[src/source/cpuPkg.sv]
package cpuPkg;

    typedef logic [31:0] wordT;    // Data or byte address
    typedef logic [4:0]  regAddrT; // Register number
    typedef logic [5:0]  opcodeT;  // Instr[31:26]
    typedef logic [5:0]  functT;   // Instr[5:0], R-type only

    // ALU op encoding, bit 2 selects inverted b with carry-in of one
    typedef enum logic [2:0] {
        aluAnd = 3'b000,
        aluOr  = 3'b001,
        aluAdd = 3'b010,
        aluSub = 3'b110,
        aluSlt = 3'b111
    } aluOpT;

    localparam int imemBytes    = 1024;
    localparam int dmemBytes    = 1024;
    localparam int imemAddrBits = $clog2(imemBytes); // Byte index bits
    localparam int dmemAddrBits = $clog2(dmemBytes);
    localparam int numRegs      = 32;

    localparam int sliceWidth = 4; // Bits per ALU slice
    localparam int numSlices  = 8; // Slices per 32-bit word

    localparam opcodeT opRtype = 6'b000000;
    localparam opcodeT opLw    = 6'b100011;
    localparam opcodeT opSw    = 6'b101011;
    localparam opcodeT opBeq   = 6'b000100;
    localparam opcodeT opBne   = 6'b000101;
    localparam opcodeT opJ     = 6'b000010;
    localparam opcodeT opAddi  = 6'b001000;

    localparam functT fnAdd = 6'b100000;
    localparam functT fnSub = 6'b100010;
    localparam functT fnAnd = 6'b100100;
    localparam functT fnOr  = 6'b100101;
    localparam functT fnSlt = 6'b101010;

endpackage

[src/source/ctrlIf.sv]
`timescale 1ns/1ns

interface ctrlIf import cpuPkg::*; ();

    logic  aluSrc;   // Immediate as ALU operand b
    logic  regDst;   // Write rd instead of rt
    logic  memWrite; // Store word
    logic  memToReg; // Writeback from data memory
    logic  regWrite; // Register file write
    logic  beq;      // Branch on zero
    logic  bne;      // Branch on not zero
    logic  jump;     // Absolute jump
    aluOpT aluOp;

    modport decoder (output aluSrc, regDst, memWrite, memToReg, regWrite,
                     beq, bne, jump, aluOp);
    modport datapath (input aluSrc, regDst, memWrite, memToReg, regWrite,
                      beq, bne, jump, aluOp);

endinterface

[src/source/controlUnit.sv]
`timescale 1ns/1ns

module controlUnit import cpuPkg::*; (
    input  opcodeT opcode,
    input  functT  funct,
    ctrlIf.decoder ctrl
);

    always_comb begin
        ctrl.aluSrc   = 1'b0; // Everything idle unless decoded
        ctrl.regDst   = 1'b0;
        ctrl.memWrite = 1'b0;
        ctrl.memToReg = 1'b0;
        ctrl.regWrite = 1'b0;
        ctrl.beq      = 1'b0;
        ctrl.bne      = 1'b0;
        ctrl.jump     = 1'b0;
        ctrl.aluOp    = aluAnd;

        case (opcode)
            opRtype: begin
                case (funct)
                    fnAdd:   ctrl.aluOp = aluAdd;
                    fnSub:   ctrl.aluOp = aluSub;
                    fnAnd:   ctrl.aluOp = aluAnd;
                    fnOr:    ctrl.aluOp = aluOr;
                    fnSlt:   ctrl.aluOp = aluSlt;
                    default: ctrl.aluOp = aluAnd;
                endcase
                if (funct inside {fnAdd, fnSub, fnAnd, fnOr, fnSlt}) begin
                    ctrl.regDst   = 1'b1; // Destination in rd
                    ctrl.regWrite = 1'b1; // Unknown funct writes nothing
                end
            end
            opAddi: begin
                ctrl.aluSrc   = 1'b1;
                ctrl.regWrite = 1'b1;
                ctrl.aluOp    = aluAdd;
            end
            opLw: begin
                ctrl.aluSrc   = 1'b1; // Base plus offset
                ctrl.memToReg = 1'b1;
                ctrl.regWrite = 1'b1;
                ctrl.aluOp    = aluAdd;
            end
            opSw: begin
                ctrl.aluSrc   = 1'b1;
                ctrl.memWrite = 1'b1;
                ctrl.aluOp    = aluAdd;
            end
            opBeq: begin
                ctrl.beq   = 1'b1;
                ctrl.aluOp = aluSub; // Compare via zero flag
            end
            opBne: begin
                ctrl.bne   = 1'b1;
                ctrl.aluOp = aluSub;
            end
            opJ:     ctrl.jump = 1'b1;
            default: ;
        endcase
    end

endmodule

[src/flat_wrapper.sv]
// flat-port wrapper written by rule: the top's interface ports become plain ports
module controlUnit_flat import cpuPkg::*;
  (opcode, funct, ctrl_aluSrc, ctrl_regDst, ctrl_memWrite, ctrl_memToReg, ctrl_regWrite, ctrl_beq, ctrl_bne, ctrl_jump, ctrl_aluOp);
  ctrlIf ctrl_i ();
  input  opcodeT opcode;
  input  functT funct;
  output wire logic [$bits(ctrl_i.aluSrc)-1:0] ctrl_aluSrc;
  output wire logic [$bits(ctrl_i.regDst)-1:0] ctrl_regDst;
  output wire logic [$bits(ctrl_i.memWrite)-1:0] ctrl_memWrite;
  output wire logic [$bits(ctrl_i.memToReg)-1:0] ctrl_memToReg;
  output wire logic [$bits(ctrl_i.regWrite)-1:0] ctrl_regWrite;
  output wire logic [$bits(ctrl_i.beq)-1:0] ctrl_beq;
  output wire logic [$bits(ctrl_i.bne)-1:0] ctrl_bne;
  output wire logic [$bits(ctrl_i.jump)-1:0] ctrl_jump;
  output wire logic [$bits(ctrl_i.aluOp)-1:0] ctrl_aluOp;
  assign ctrl_aluSrc = ctrl_i.aluSrc;
  assign ctrl_regDst = ctrl_i.regDst;
  assign ctrl_memWrite = ctrl_i.memWrite;
  assign ctrl_memToReg = ctrl_i.memToReg;
  assign ctrl_regWrite = ctrl_i.regWrite;
  assign ctrl_beq = ctrl_i.beq;
  assign ctrl_bne = ctrl_i.bne;
  assign ctrl_jump = ctrl_i.jump;
  assign ctrl_aluOp = ctrl_i.aluOp;
  controlUnit u_core (.opcode(opcode), .funct(funct), .ctrl(ctrl_i));
endmodule
[config.mk]
export PLATFORM = sky130hd
export DESIGN_NAME = controlUnit_flat
export DESIGN_NICKNAME = d
export VERILOG_FILES = /design/src/source/cpuPkg.sv /design/src/source/ctrlIf.sv /design/src/source/controlUnit.sv /design/src/flat_wrapper.sv
export SDC_FILE = /design/constraint.sdc
export NUM_CORES = 1
export LEC_CHECK = 0
export BUFFER_PORTS_ARGS = -buffer_cell sky130_fd_sc_hd__buf_4
export CELL_PAD_IN_SITES_DETAIL_PLACEMENT = 1
export CELL_PAD_IN_SITES_GLOBAL_PLACEMENT = 2
export CORE_MARGIN = 2
export CORE_UTILIZATION = 14
export DETAILED_ROUTE_END_ITERATION = 12
export PLACE_DENSITY_LB_ADDON = 0.1
export REMOVE_ABC_BUFFERS = 1
export SYNTH_ARGS = -nofsm -noshare
export SYNTH_HDL_FRONTEND = slang
export SYNTH_SLANG_ARGS = --single-unit
export TNS_END_PERCENT = 1
[constraint.sdc]
create_clock -name vclk -period 1.6
set_input_delay 0.08 -clock vclk [all_inputs]
set_output_delay 0.08 -clock vclk [all_outputs]
set_load 0.005 [all_outputs]
==> impl_metrics.csv, run 1 <==
group,metric,value,unit
outcome,outcome,"finished clean",
setup_path,startpoint_type,"input pin",
routing,ant_nets,0,
cells_and_area,fill_cells,174,
placement,post-place-cells,71,
routing,wl_per_cell,10.9,um
timing,finalSetupViolCount,0,
floorplan,fp.dieW,40.2,um
cells_and_area,layout.cells.non_filler,71,
placement,gp_congestion,0.658,
timing,fin_crit,1.33,ns
pwr,combPwrFrac,100.0,%
floorplan,core,1270,sq um
setup_path,crit_path_end_kind,"primary output",
cells_and_area,layout_common_cells,"24 x buf_4, 6 x nor2_1, 4 x inv_1, 3 x nand2_1",
cells_and_area,drive_above_1_share,50.0,%
yosys,synth_cell_type_count,19,
timing,rsz0062_at_grt,"false",
clocking,cts_setup_buffers,0,
placement,portBuffers,23,
timing,worst_pin_slew,0.394,ns
setup_path,arrival,1.25,ns
cells_and_area,final_common_cell,"buf_4",
yosys,muxShareOfSynthArea,0,%
yosys,synth_top_family_by_area,"simple AND/OR/NAND/NOR gates",
grt,antenna_found_initial,0,
cells_and_area,seq_area,0,sq um
setup_path,cp.required,1.52,ns
pwr,irDropWorstVdd,0.0000366,V
placement,dpl.hpwl,668,um
timing,tns,0,ns
cells_and_area,seq_cell_count,0,
yosys,synth_top_area_share,12.2,%
setup_path,slowest_stage,"or4b_1",
flow_run,maxCapViolCount,0,
timing,hold_viol_final,0,
pwr,internal_power,0.0340,mW
yosys,yosysTopAreaCell,"nor2_1",
pwr,power.share.clock,0,%
cells_and_area,fin_area,383,sq um
cells_and_area,syn2layout_area_growth,108,%
floorplan,start_util,14.5,%
yosys,synth-compound-area-share,23.8,%
yosys,yosysSeqAreaShare,0,%
timing,fmax,750,MHz
routing,wirelength,777,um
yosys,ys_top_cells_by_area,"nor2_1 12%, nor4b_1 9.5%, inv_1 8.2%, nand2_1 6.1%, a21oi_1 5.4%",
yosys,yosys.area_share.adder,0,%
yosys,ys.warnings.count,0,
floorplan,dieArea,1620,sq um
cells_and_area,nClkBuffers,0,
routing,viasPerCell,4.58,
timing,post-route-period-util,83.3,%
yosys,synth_cells,32,
routing,drt-pass1-iter-count,4,
setup_path,critical_path_class,"in2out",
grt,grt_overflow,0,
pwr,power_frac_seq,0,%
grt,grt_first_pass_wirelength,1.16,mm
floorplan,dieHeight,40.2,um
setup_path,cp_common_cell,"buf_4",
grt,grt_pass1_vias,273,
setup_path,slowest_delay,0.54,ns
cells_and_area,n_antenna_cell,0,
pwr,swShare,43.7,%
yosys,synth-xor-area-share,0,%
pwr,p_sw,0.0264,mW
cells_and_area,layout.nets,70,
routing,dr_total_vias,325,
grt,track_usage,10.0,%
clocking,cts_hold_buf,0,
hold_path,worstHoldPathType,"in2out",
yosys,netlist_area,184,sq um
hold_path,min-delay-start,"opcode[3]",
pwr,power,0.0604,mW
clocking,ctsResizeCount,0,
timing,drv_slew,0,
yosys,syn_area_per_cell,5.75,sq um
hold_path,hold_depth,3,
setup_path,critical_path.cell_chain,"buf_4 > or4b_1 > or2_4 > o311ai_1 > buf_4",
routing,drt-initial-drc-count,3,
hold_path,whs_endpoint,"ctrl_memToReg",
grt,grt_max_degree,7,
setup_path,crit_fanout,4,
timing,slew-limit-headroom,73.3,%
pwr,pwr_density_cell,158,nW/um^2
floorplan,row_count,13,
placement,placed_area,383,sq um
floorplan,io_pins,23,
yosys,synth-simple-area-share,68.0,%
cells_and_area,multi_input_area,169,sq um
pwr,p_leak,0.197,nW
cells_and_area,utilization,30.2,%
routing,drcViolationCount,0,
critical path, delay by kind of cell:
family / cells / cell delay [ns]
and+or+nand+nor: 2 / 0.81
buffers and inverters: 2 / 0.28
AOI/OAI and AO/OA: 1 / 0.09
kinds of logic (layout without fill, tap and decap cells):
family / count (synthesis) / count (layout)
AOI/OAI and AO/OA: 7 / 7
buffers and inverters: 4 / 28
and+or+nand+nor: 21 / 21
area by class of cell:
type	instances	share of cell area, %
inverters	4	3.92
multi-input cells	28	44.1
well taps	15	4.90
repair buffers	24	47.1
stage by stage:
step                hold WS [ns]  setup slack [ns]
floorplan                  0.191             0.568
global placement           0.426             0.262
detailed placement         0.437             0.266
CTS                        0.437             0.260
global route               0.448             0.193
finish                     0.438             0.267
cells in the mapped netlist:
library cell  number
nor4_1             1
nand3_1            1
o21ai_0            2
nand2_1            3
or2_4              1
o311ai_1           1
a21oi_1            2
o32ai_1            1
nor2_1             6
nor2_2             1
nor3_1             1
nor4bb_1           1
and3_2             1
and3_1             1
or4b_1             1
nor4b_1            2
inv_1              4
a31oi_1            1
or2b_2             1
layer usage:
layer	share of wire (%)	GRT usage, %
met5	0	0
met4	0	0
met3	6.3	0.556
met2	49	18.1
met1	45	13.6
power by group through the flow:
stage	clock network [mW]	logic, mW	registers (mW)
after floorplan	0	0.0184	0
after global placement	0	0.0588	0
after detailed placement	0	0.0606	0
after CTS	0	0.0608	0
after global routing	0	0.0679	0
final	0	0.0604	0
how the worst max path moves through the flow:
stage | start | end | cells after the start
CTS | opcode[5] | ctrl_aluOp[1] | 5
floorplan | opcode[5] | ctrl_aluOp[1] | 3
global route | opcode[1] | ctrl_aluOp[1] | 5
finish | opcode[5] | ctrl_aluOp[1] | 5
global placement | opcode[5] | ctrl_aluOp[1] | 5
detailed placement | opcode[5] | ctrl_aluOp[1] | 5
Power figures use the tool's default switching activity.
==> run 2: changes to the inputs <==
--- a/config.mk
+++ b/config.mk
@@ -9,7 +9,7 @@
 export CELL_PAD_IN_SITES_DETAIL_PLACEMENT = 1
 export CELL_PAD_IN_SITES_GLOBAL_PLACEMENT = 2
 export CORE_MARGIN = 2
-export CORE_UTILIZATION = 14
+export CORE_UTILIZATION = 13
 export DETAILED_ROUTE_END_ITERATION = 12
 export PLACE_DENSITY_LB_ADDON = 0.1
 export REMOVE_ABC_BUFFERS = 1
==> constraint.sdc (replaced) <==
create_clock -name vclk -period 1.33
set_input_delay 0.0665 -clock vclk [all_inputs]
set_output_delay 0.0665 -clock vclk [all_outputs]
set_load 0.005 [all_outputs]
==> run 2 against run 1 <==
Compared with the run above:
- setup slack worse by 0.23 ns
- global-route usage is 0.80 points lower
- core utilization is 1.7 points higher
- final cell count rose by 2.8%
- non-clock buffer count grew 2
- flip-flop and latch count did not move
- critical path depth did not move
- critical endpoint unchanged
- power up 33%
- highest routed layer unchanged
- sequential share of layout area stayed put
- via count rose by 2.5%
==> impl_metrics.csv, run 2 (synthesized netlist as in run 1, its figures left out) <==
group,metric,value,unit
grt,grt_max_degree,6,
timing,hold_viol_final,0,
floorplan,fp.dieW,41.6,um
placement,place_ws,0.0345,ns
placement,post-place-cells,73,
setup_path,arrival,1.23,ns
cells_and_area,nClkBuffers,0,
floorplan,start_util,14.0,%
timing,finalWorstSetupSlack,0.0328,ns
timing,slew-limit-headroom,80.4,%
flow_run,maxCapViolCount,0,
outcome,outcome,"finished clean",
cells_and_area,layout_common_cells,"26 x buf_4, 6 x nor2_1, 4 x inv_1, 3 x nand2_1",
cells_and_area,syn2layout_area_growth,129,%
timing,tns,0,ns
cells_and_area,layout.cells.non_filler,73,
timing,drv_slew,0,
clocking,cts_setup_buffers,0,
floorplan,row_count,13,
hold_path,min-delay-start,"opcode[3]",
routing,ant_nets,0,
cells_and_area,final_common_cell,"buf_4",
timing,fin_crit,1.30,ns
placement,gp_congestion,0.718,
routing,drcViolationCount,0,
pwr,p_leak,0.211,nW
routing,wirelength,809,um
cells_and_area,seq_area,0,sq um
routing,drt-pass1-iter-count,1,
setup_path,startpoint_type,"input pin",
grt,grt_first_pass_wirelength,1.36,mm
routing,wl_per_cell,11.1,um
timing,rsz0062_at_grt,"true",
cells_and_area,n_antenna_cell,0,
cells_and_area,seq_cell_count,0,
routing,viasPerCell,4.56,
cells_and_area,layout.nets,72,
grt,track_usage,9.20,%
timing,holdWs,0.411,ns
grt,grt_overflow,0,
placement,placed_area,398,sq um
setup_path,startpoint,"opcode[5]",
routing,drt-initial-drc-count,0,
floorplan,io_pins,23,
pwr,irDropWorstVdd,0.0000499,V
timing,worst_pin_slew,0.290,ns
cells_and_area,utilization,31.9,%
clocking,ctsResizeCount,0,
cells_and_area,fin_area,420,sq um
timing,finalSetupViolCount,0,
cells_and_area,drive_above_1_share,58.6,%
timing,post-route-period-util,97.5,%
routing,dr_total_vias,333,
timing,fmax,771,MHz
setup_path,cp.required,1.26,ns
setup_path,crit_fanout,4,
clocking,cts_hold_buf,0,
floorplan,dieHeight,41.6,um
floorplan,dieArea,1730,sq um
placement,dpl.hpwl,712,um
setup_path,critical_path_class,"in2out",
floorplan,core,1320,sq um
setup_path,crit_path_end_kind,"primary output",
placement,portBuffers,23,
pwr,power,0.0802,mW
pwr,pwr_density_cell,191,nW/um^2
grt,antenna_found_initial,0,
hold_path,worstHoldPathType,"in2out",
grt,grt_pass1_vias,330,
-- run 2: area by class of cell --
class                      count  area [sq um]
tap                           15          18.8
timing repair buffer          26           195
inverter                       4          15.0
multi-input combinational     28           191
fill                         176           897
-- run 2: critical path, stage by stage --
cell and delay [ns]:
buf_4 0.13, or4b_4 0.53, or2_4 0.25, o311ai_1 0.09, buf_4 0.16
-- run 2: final timing paths --
| kind | to | cells after the start |
|---|---|---|
| worst min-delay path | ctrl_memToReg | 3 |
| worst max-delay path | ctrl_aluOp[1] | 5 |
-- run 2: report_power, final --
part | switching (mW) | internal [mW]
clock | 0 | 0
sequential | 0 | 0
combinational | 0.0351 | 0.0451
-- run 2: layer usage --
layer / part of all wire (%) / global-route usage [%]
met3: 4.3 / 0
met4: 0 / 0
met1: 47 / 12.2
met5: 0 / 0
met2: 49 / 17.5
