[src/source/cpuPkg.sv]
package cpuPkg;

    typedef logic [31:0] wordT;    // Data or byte address
    typedef logic [4:0]  regAddrT; // Register number
    typedef logic [5:0]  opcodeT;  // Instr[31:26]
    typedef logic [5:0]  functT;   // Instr[5:0], R-type only

    // ALU op encoding, bit 2 selects inverted b with carry-in of one
    typedef enum logic [2:0] {
        aluAnd = 3'b000,
        aluOr  = 3'b001,
        aluAdd = 3'b010,
        aluSub = 3'b110,
        aluSlt = 3'b111
    } aluOpT;

    localparam int imemBytes    = 1024;
    localparam int dmemBytes    = 1024;
    localparam int imemAddrBits = $clog2(imemBytes); // Byte index bits
    localparam int dmemAddrBits = $clog2(dmemBytes);
    localparam int numRegs      = 32;

    localparam int sliceWidth = 4; // Bits per ALU slice
    localparam int numSlices  = 8; // Slices per 32-bit word

    localparam opcodeT opRtype = 6'b000000;
    localparam opcodeT opLw    = 6'b100011;
    localparam opcodeT opSw    = 6'b101011;
    localparam opcodeT opBeq   = 6'b000100;
    localparam opcodeT opBne   = 6'b000101;
    localparam opcodeT opJ     = 6'b000010;
    localparam opcodeT opAddi  = 6'b001000;

    localparam functT fnAdd = 6'b100000;
    localparam functT fnSub = 6'b100010;
    localparam functT fnAnd = 6'b100100;
    localparam functT fnOr  = 6'b100101;
    localparam functT fnSlt = 6'b101010;

endpackage

[src/source/alu.sv]
`timescale 1ns/1ns

module alu import cpuPkg::*; (
    input  wordT  a,
    input  wordT  b,
    input  aluOpT op,
    output wordT  result,
    output logic  zero,
    output logic  overflow
);

    logic [numSlices-1:0] sliceGen;
    logic [numSlices-1:0] sliceProp;
    logic [numSlices-1:0] sliceCin;    // From block lookahead
    logic [numSlices-1:0] sliceCout;
    logic [numSlices-1:0] sliceMsbCin;
    logic                 subMode;     // Carry-in one for sub and slt
    logic                 sltSet;      // a < b, signed

    assign subMode = op[2];

    // Block lookahead over slice group terms, no ripple between slices
    always_comb begin
        logic genAcc;
        logic runP;
        sliceCin[0] = subMode;
        for (int k = 1; k < numSlices; k++) begin
            genAcc = 1'b0;
            runP   = 1'b1;
            for (int j = k - 1; j >= 0; j--) begin
                genAcc = genAcc | (runP & sliceGen[j]);
                runP   = runP & sliceProp[j];
            end
            sliceCin[k] = genAcc | (runP & subMode);
        end
    end

    for (genvar k = 0; k < numSlices; k++) begin : genSlice
        aluSlice sliceInst (
            .a          (a[k*sliceWidth +: sliceWidth]),
            .b          (b[k*sliceWidth +: sliceWidth]),
            .cin        (sliceCin[k]),
            .less       ((k == 0) ? sltSet : 1'b0), // Only bit 0 takes the set
            .op         (op),
            .result     (result[k*sliceWidth +: sliceWidth]),
            .cout       (sliceCout[k]),
            .grpGen     (sliceGen[k]),
            .grpProp    (sliceProp[k]),
            .msbCarryIn (sliceMsbCin[k])
        );
    end

    assign overflow = sliceMsbCin[numSlices-1] ^ sliceCout[numSlices-1];

    // Sign of a - b rebuilt from the top bit, flipped on overflow
    assign sltSet = (a[31] ^ ~b[31] ^ sliceMsbCin[numSlices-1]) ^ overflow;

    assign zero = (result == '0);

endmodule

[src/source/aluSlice.sv]
`timescale 1ns/1ns

module aluSlice import cpuPkg::*; (
    input  logic [sliceWidth-1:0] a,
    input  logic [sliceWidth-1:0] b,
    input  logic                  cin,        // From block lookahead
    input  logic                  less,       // Set value for slt, bit 0 only
    input  aluOpT                 op,
    output logic [sliceWidth-1:0] result,
    output logic                  cout,
    output logic                  grpGen,     // Slice generates a carry
    output logic                  grpProp,    // Slice passes carry through
    output logic                  msbCarryIn  // Carry into top bit, for overflow
);

    logic [sliceWidth-1:0] bInv; // b, inverted for sub and slt
    logic [sliceWidth-1:0] gen;
    logic [sliceWidth-1:0] prop;
    logic [sliceWidth:0]   carry;
    logic [sliceWidth-1:0] sum;

    assign bInv = op[2] ? ~b : b;
    assign gen  = a & bInv;
    assign prop = a | bInv; // OR form, same carries as XOR form

    // Two-level lookahead, each carry a sum of products of gen and prop
    always_comb begin
        logic genAcc;
        logic runP;
        carry[0] = cin;
        for (int i = 1; i <= sliceWidth; i++) begin
            genAcc = 1'b0;
            runP   = 1'b1;
            for (int j = i - 1; j >= 0; j--) begin
                genAcc = genAcc | (runP & gen[j]);
                runP   = runP & prop[j];
            end
            carry[i] = genAcc | (runP & cin);
        end
    end

    // Full-width generate term without cin
    always_comb begin
        logic runP;
        grpGen = 1'b0;
        runP   = 1'b1;
        for (int j = sliceWidth - 1; j >= 0; j--) begin
            grpGen = grpGen | (runP & gen[j]);
            runP   = runP & prop[j];
        end
    end

    assign grpProp    = &prop;
    assign cout       = carry[sliceWidth];
    assign msbCarryIn = carry[sliceWidth-1];
    assign sum        = a ^ bInv ^ carry[sliceWidth-1:0];

    always_comb begin
        case (op)
            aluAnd:         result = a & bInv;
            aluOr:          result = a | bInv;
            aluAdd, aluSub: result = sum;
            aluSlt:         result = {{(sliceWidth - 1){1'b0}}, less};
            default:        result = '0;
        endcase
    end

endmodule

[config.mk]
export PLATFORM = sky130hd
export DESIGN_NAME = alu
export DESIGN_NICKNAME = d
export VERILOG_FILES = /design/src/source/cpuPkg.sv /design/src/source/alu.sv /design/src/source/aluSlice.sv
export SDC_FILE = /design/constraint.sdc
export NUM_CORES = 1
export LEC_CHECK = 0
export ABC_AREA = 1
export BUFFER_PORTS_ARGS = -buffer_cell sky130_fd_sc_hd__buf_2
export CAP_MARGIN = 25
export CELL_PAD_IN_SITES_DETAIL_PLACEMENT = 1
export CELL_PAD_IN_SITES_GLOBAL_PLACEMENT = 1
export CORE_MARGIN = 2
export CORE_UTILIZATION = 41
export DETAILED_ROUTE_END_ITERATION = 10
export PLACE_DENSITY = 0.88
export SLEW_MARGIN = 40
export SYNTH_ARGS = -nofsm -noshare
export SYNTH_HDL_FRONTEND = slang
export SYNTH_HIERARCHICAL = 1
export SYNTH_SLANG_ARGS = --single-unit
[constraint.sdc]
create_clock -name vclk -period 9.41
set_input_delay 0.941 -clock vclk [all_inputs]
set_output_delay 0.941 -clock vclk [all_outputs]
set_load 0.1 [all_outputs]
==> flow_metrics.tcl, run 1 <==
set metrics [dict create \
    period_needed_ns 5.906 \
    p_leak_nw 2.947 \
    via_count 4555 \
    antenna_left 0 \
    antenna_found_initial 1 \
    arrival_ns 4.96 \
    hold_buffers 0 \
    die_w_um 103.2 \
    layout_common_cells "191 x nand2_1, 151 x inv_1, 100 x buf_2" \
    syn_to_final_growth_pct 15.18 \
    syn_area_mm2 0.004038 \
    maxCapViolations 0 \
    std_cell_rows 36 \
    crit_fanout 52 \
    crit_path_frequent_cell "nand2_1" \
    endpoint "zero" \
    min_from "a[26]" \
    slew_headroom_pct 53.12 \
    p_int_w 0.0001173 \
    viasPerCell 4.898 \
    pwr-share-seq_pct 0 \
    status "complete, no violations" \
    final_layout_size_suffix_gt1_share_pct 25.38 \
    slowest_delay_ns 0.53 \
    post-cts-setup-buffers 0 \
    hold_path.class "in -> out" \
    setup-violations-final 0 \
    fin_crit_sh_pct 62.76 \
    synth_cells 697 \
    grt_pass1_vias 4649 \
    holdWs_ns 2.579 \
    mostFrequentLayoutCell "nand2_1" \
    path_delay_family "simple AND/OR/NAND/NOR gates" \
    nets 921 \
    clock_buffers 0 \
    path_depth 26 \
    critPathCaptureType "primary output" \
    wl_um 11980 \
    p_clk_share_pct 0 \
    pre_cts_slack_ns 3.493 \
    cts_resized 0 \
    irDropWorstVdd_mv 0.08178 \
    syn_avg_cell_area_um2 5.793 \
    cp_num_buf_inv 4 \
    power_w 0.0004418 \
    p_sw_share_pct 73.45 \
    layoutNonFillerInstCount 930 \
    gp_congestion 0.9215 \
    coreArea_mm2 0.009684 \
    dpl.cell_count 929 \
    crit_path_top_delay_cell "buf_6" \
    yosysWarnings 6 \
    rsz0062_at_grt "no" \
    grt_max_degree 53 \
    wl_per_cell_um 12.88 \
    seqCellArea_um2 0 \
    comb_power_share_pct 100.0 \
    dieArea_mm2 0.01066 \
    grt_usage_pct 22.47 \
    tightestPinTransition_ns 0.7033 \
    portBuffers 101 \
    drt_iter0_markers 100 \
    hold_viol 0 \
    die_height_um 103.2 \
    initial_core_util_pct 41.69 \
    tns_ns 0 \
    overflow 0 \
    drcViolationCount 0 \
    grt_first_pass_wirelength_um 19930 \
    fmax_ghz 0.1693 \
    cp-start-kind "primary input" \
    slew_violations 0 \
    pin_count 101 \
    firstDrtPassIters 4 \
    critPathLaunch "op[2]" \
    seq_cells 0 \
    p_sw_w 0.0003245 \
    crit_required_ns 8.47 \
    power_density_mw_per_mm2 95.01 \
    hpwl_um 10700 \
    fin_ws_ns 3.504 \
    path_class "in -> out" \
]
-- per-layer routing --
| metal | GRT usage (%) | vias to the layer above | share of wire, % | routed length [um] |
|---|---|---|---|---|
| li1 | - | 2308 | - | - |
| met1 | 26.16 | 2138 | 42 | 5086 |
| met2 | 45.20 | 91 | 53 | 6328 |
| met3 | 1.142 | 18 | 3.0 | 357 |
| met4 | 4.049 | 0 | 1.7 | 205 |
| met5 | 0 | - | 0 | 0 |
-- power groups by stage --
stage / sequential, W / clock, W / combinational (W)
3_5_place_dp: 0 / 0 / 0.000443
6_report: 0 / 0.0000000000142 / 0.000442
2_1_floorplan: 0 / 0 / 0.000351
3_3_place_gp: 0 / 0 / 0.000426
5_1_grt: 0 / 0.0000000000142 / 0.000483
4_1_cts: 0 / 0 / 0.000444
-- area by class of cell --
cell class                 count  area [um^2]
inverter                     169        674.4
multi-input combinational    526         3296
antenna                        1        2.502
tap                          133        166.4
fill                        1449         5034
timing repair buffer         101        511.7
-- how the worst min path moves through the flow --
| stage | endpoint | slack, ns | cells past startpoint |
|---|---|---|---|
| final | result[26] | 2.58 | 6 |
| after global routing | result[26] | 2.63 | 6 |
| after CTS | result[26] | 2.58 | 6 |
| after detailed placement | result[26] | 2.57 | 6 |
| after global placement | result[26] | 2.56 | 6 |
| after floorplan | result[10] | 2.55 | 3 |
-- metrics by stage --
stage          utilization, %  cell area, um^2
5_1_grt                 48.02             4651
3_3_place_gp            47.96             4644
3_5_place_dp            48.00             4648
6_report                48.02             4651
4_1_cts                 48.00             4648
2_1_floorplan               -             4060
No activity file was read; power rests on OpenSTA's default activity.
==> inputs of run 2 (changes only) <==
- CORE_UTILIZATION: 41 -> 35
- PLACE_DENSITY: 0.88 -> 0.8
- clock period: 9.41 -> 5.2 ns (I/O delays scaled with it)
==> flow_metrics.tcl, run 2 (synthesized netlist as in run 1, its figures left out) <==
set metrics [dict create \
    p_int_w 0.0002154 \
    crit_path_frequent_cell "nand2_1" \
    arrival_ns 4.27 \
    irDropWorstVdd_mv 0.1508 \
    p_sw_w 0.0005904 \
    setup-violations-final 0 \
    dieArea_mm2 0.01241 \
    drcViolationCount 0 \
    overflow 0 \
    pre_cts_slack_ns 0.3852 \
    n_antenna_cell 0 \
    cp-start-kind "primary input" \
    period_needed_ns 4.792 \
    via_count 4547 \
    path_class "in -> out" \
    cts_resized 0 \
    p_leak_nw 2.977 \
    grt_pass1_vias 4792 \
    hold_path.class "in -> out" \
    portBuffers 101 \
    hpwl_um 11130 \
    hold_buffers 0 \
    slowest_delay_ns 0.43 \
    hold_viol 0 \
    clock_buffers 0 \
    syn_to_final_growth_pct 17.01 \
    dpl.cell_count 945 \
    comb_power_share_pct 100.0 \
    nFillCells 1629 \
    pwr-share-seq_pct 0 \
    slew_violations 0 \
    crit_fanout 21 \
    wl_per_cell_um 12.94 \
    fin_crit_sh_pct 92.14 \
    path_delay_family "simple AND/OR/NAND/NOR gates" \
    antenna_found_initial 0 \
    slew_headroom_pct 65.51 \
    seq_cells 0 \
    initial_core_util_pct 35.67 \
    layoutNonFillerInstCount 945 \
    post-cts-setup-buffers 0 \
    grt_max_degree 25 \
    crit_path_top_delay_cell "fa_1" \
    status "complete, no violations" \
    nets 927 \
    final_layout_size_suffix_gt1_share_pct 26.06 \
    drt_iter0_markers 126 \
    antenna_left 0 \
    std_cell_rows 39 \
    maxCapViolations 0 \
    cp_num_buf_inv 6 \
    viasPerCell 4.812 \
    critPathCaptureType "primary output" \
    coreArea_mm2 0.01132 \
    firstDrtPassIters 4 \
    pin_count 101 \
    p_clk_share_pct 0 \
    die_height_um 111.4 \
    gp_congestion 0.8877 \
    grt_first_pass_wirelength_um 21010 \
    grt_usage_pct 19.55 \
    p_sw_share_pct 73.27 \
    tightestPinTransition_ns 0.5210 \
    seqCellArea_um2 0 \
    rsz0062_at_grt "no" \
    fin_ws_ns 0.4085 \
    power_density_mw_per_mm2 170.5 \
    die_w_um 111.4 \
    fmax_ghz 0.2087 \
    tns_ns 0 \
    multi_input_area_mm2 0.003303 \
    layout_common_cells "191 x nand2_1, 151 x inv_1, 99 x buf_2" \
    mostFrequentLayoutCell "nand2_1" \
    crit_required_ns 4.68 \
    wl_um 12230 \
]
run 2: cell types whose count changed in the layout (fill, tap and decap cells not counted):
cell,change
nor2_4,+1
buf_6,-1
buf_12,+1
buf_2,-1
nor2_1,-1
buf_4,+7
diode_2,-1
run 2: cell type report:
type                            count  share of cell area [%]
Inverter                          169                   14.27
Timing Repair Buffer              107                   12.02
Tap cell                          143                   3.787
Multi-Input combinational cell    526                   69.92
run 2: stage by stage:
| stage | hold slack (ns) | total power, W | instance area (um^2) | utilization (%) |
|---|---|---|---|---|
| 2_1_floorplan | 1.705 | 0.0006350 | 4068 | - |
| 3_3_place_gp | 1.730 | 0.0007827 | 4725 | 41.73 |
| 3_5_place_dp | 1.742 | 0.0008085 | 4725 | 41.73 |
| 4_1_cts | 1.754 | 0.0008112 | 4725 | 41.73 |
| 5_1_grt | 1.794 | 0.0008800 | 4725 | 41.73 |
| 6_report | 1.749 | 0.0008057 | 4725 | 41.73 |
run 2: power groups by stage:
stage	registers [W]	clock network, W	logic [W]
finish	0	0	0.000806
global route	0	0	0.000880
CTS	0	0	0.000811
detailed placement	0	0	0.000808
global placement	0	0	0.000783
floorplan	0	0	0.000635
run 2: worst min-delay path, delay by kind of cell:
family / cells / cell delay [ns]
buf+inv: 2 / 0.39
simple gates: 3 / 0.17
fa+ha+maj: 1 / 0.14
run 2: final timing paths:
kind	endpoint	startpoint	slack, ns	cells past startpoint
setup / recovery	zero	op[2]	0.41	25
hold / removal	result[22]	a[22]	1.75	6
run 2: routing by layer:
layer	vias to the layer above	part of all wire (%)	global-route usage, %
met2	96	52	38.78
met4	0	1.4	3.045
met5	-	0	0
li1	2328	-	-
met3	11	3.1	0.8165
met1	2112	43	23.59
==> inputs of run 3 (changes only) <==
- ABC_AREA: 1 -> not set
- CAP_MARGIN: 25 -> 20
- CORE_UTILIZATION: 35 -> 36
- PLACE_DENSITY: 0.8 -> 0.78
==> flow_metrics.tcl, run 3 <==
set metrics [dict create \
    status "complete, no violations" \
    pre_cts_slack_ns 0.01649 \
    yosysWarnings 6 \
    fmax_ghz 0.2078 \
    viasPerCell 5.272 \
    fin_crit_sh_pct 92.54 \
    initial_core_util_pct 37.21 \
    drcViolationCount 0 \
    holdPathEnd "result[13]" \
    mostFrequentLayoutCell "buf_2" \
    p_leak_nw 1.923 \
    period_needed_ns 4.812 \
    via_count 3453 \
    dpl-instance-area_mm2 0.004155 \
    nets 651 \
    crit_fanout 21 \
    n_antenna_cell 0 \
    dieArea_mm2 0.01040 \
    grt_first_pass_wirelength_um 16640 \
    clock_buffers 0 \
    pin_count 101 \
    die_w_um 102.0 \
    multi_input_area_mm2 0.003179 \
    drt_iter0_markers 54 \
    hold_buffers 0 \
    wl_um 10150 \
    syn_to_final_growth_pct 21.33 \
    critPathCaptureType "primary output" \
    min_from "op[2]" \
    syn_avg_cell_area_um2 8.053 \
    final_area_mm2 0.004192 \
    wl_per_cell_um 15.50 \
    final_layout_size_suffix_gt1_share_pct 29.85 \
    rsz0062_at_grt "no" \
    fin_ws_ns 0.3880 \
    whs_path_depth 3 \
    power_w 0.0008838 \
    seqCellArea_um2 0 \
    slew_headroom_pct 48.65 \
    crit_path_top_delay_cell "xor2_1" \
    overflow 0 \
    maxCapViolations 0 \
    hpwl_um 8614 \
    slew_violations 0 \
    setup-violations-final 0 \
    layout_common_cells "98 x buf_2, 49 x inv_1, 48 x ha_1" \
    firstDrtPassIters 4 \
    seq_cells 0 \
    coreArea_mm2 0.009284 \
    antenna_found_initial 0 \
    antenna_left 0 \
    irDropWorstVdd_mv 0.1356 \
    arrival_ns 4.29 \
    nFillCells 1202 \
    path_class "in -> out" \
    syn_area_mm2 0.003455 \
    path_cells "buf_8, buf_6, xor2_1, ha_1, a21oi_1, o21ai_0, nor3_1, o21a_2, o31ai_2, and2b_1, o22ai_4, nor2b_4, o21ai_2, xnor2_1, a31oi_1, a21oi_2, nor4_2, nand4_1, nor2_4, buf_12" \
    tightestPinTransition_ns 0.7703 \
    power_density_mw_per_mm2 210.8 \
    grt_usage_pct 19.20 \
    gp_congestion 0.8832 \
    synth_cells 429 \
    die_height_um 102.0 \
    std_cell_rows 35 \
    grt_pass1_vias 3444 \
    hold_viol 0 \
    tns_ns 0 \
    cp-start-kind "primary input" \
    grt_max_degree 40 \
    crit_required_ns 4.68 \
    portBuffers 101 \
    hold_path.class "in -> out" \
    slowest_delay_ns 0.31 \
]
-- run 3: worst max-delay path: cells and delay by family --
kind / cells / cell delay (ns)
simple gates: 6 / 1.11
buf+inv: 3 / 0.62
fa+ha+maj: 1 / 0.30
compound gates: 8 / 1.33
xor+xnor: 2 / 0.40
-- run 3: worst max-delay path by stage --
| stage | start | end | depth (start not counted) |
|---|---|---|---|
| floorplan | op[2] | zero | 18 |
| global placement | op[2] | zero | 22 |
| detailed placement | op[2] | zero | 22 |
| CTS | op[2] | zero | 22 |
| global route | op[2] | zero | 18 |
| finish | op[2] | zero | 20 |
-- run 3: per-stage QoR --
stage	instances	hold WS [ns]	utilization [%]
2_1_floorplan	435	1.622	-
3_3_place_gp	655	1.732	44.76
3_5_place_dp	655	1.771	44.76
4_1_cts	655	1.774	44.76
5_1_grt	655	1.767	45.15
6_report	655	1.749	45.15
-- run 3: metal layers --
layer	vias up	part of all wire, %	global-route usage (%)
met5	-	0	0
met4	0	0.71	1.436
met2	86	51	35.73
li1	1693	-	-
met3	6	3.7	0.8208
met1	1668	45	25.61
-- run 3: what timing repair did --
action / 4_1_cts / 5_1_grt
setup endpoints to repair: 0 / 1
gates resized for setup: 0 / 7
setup buffers: 0 / 0
-- run 3: area by class of cell --
type	count	share of cell area (%)
Multi-Input combinational cell	362	75.85
Inverter	49	4.388
Tap cell	129	3.851
Timing Repair Buffer	115	15.91
-- run 3: power breakdown --
part           switching, W  total [W]  internal, W
logic              0.000607   0.000884     0.000277
registers                 0          0            0
clock network             0          0            0
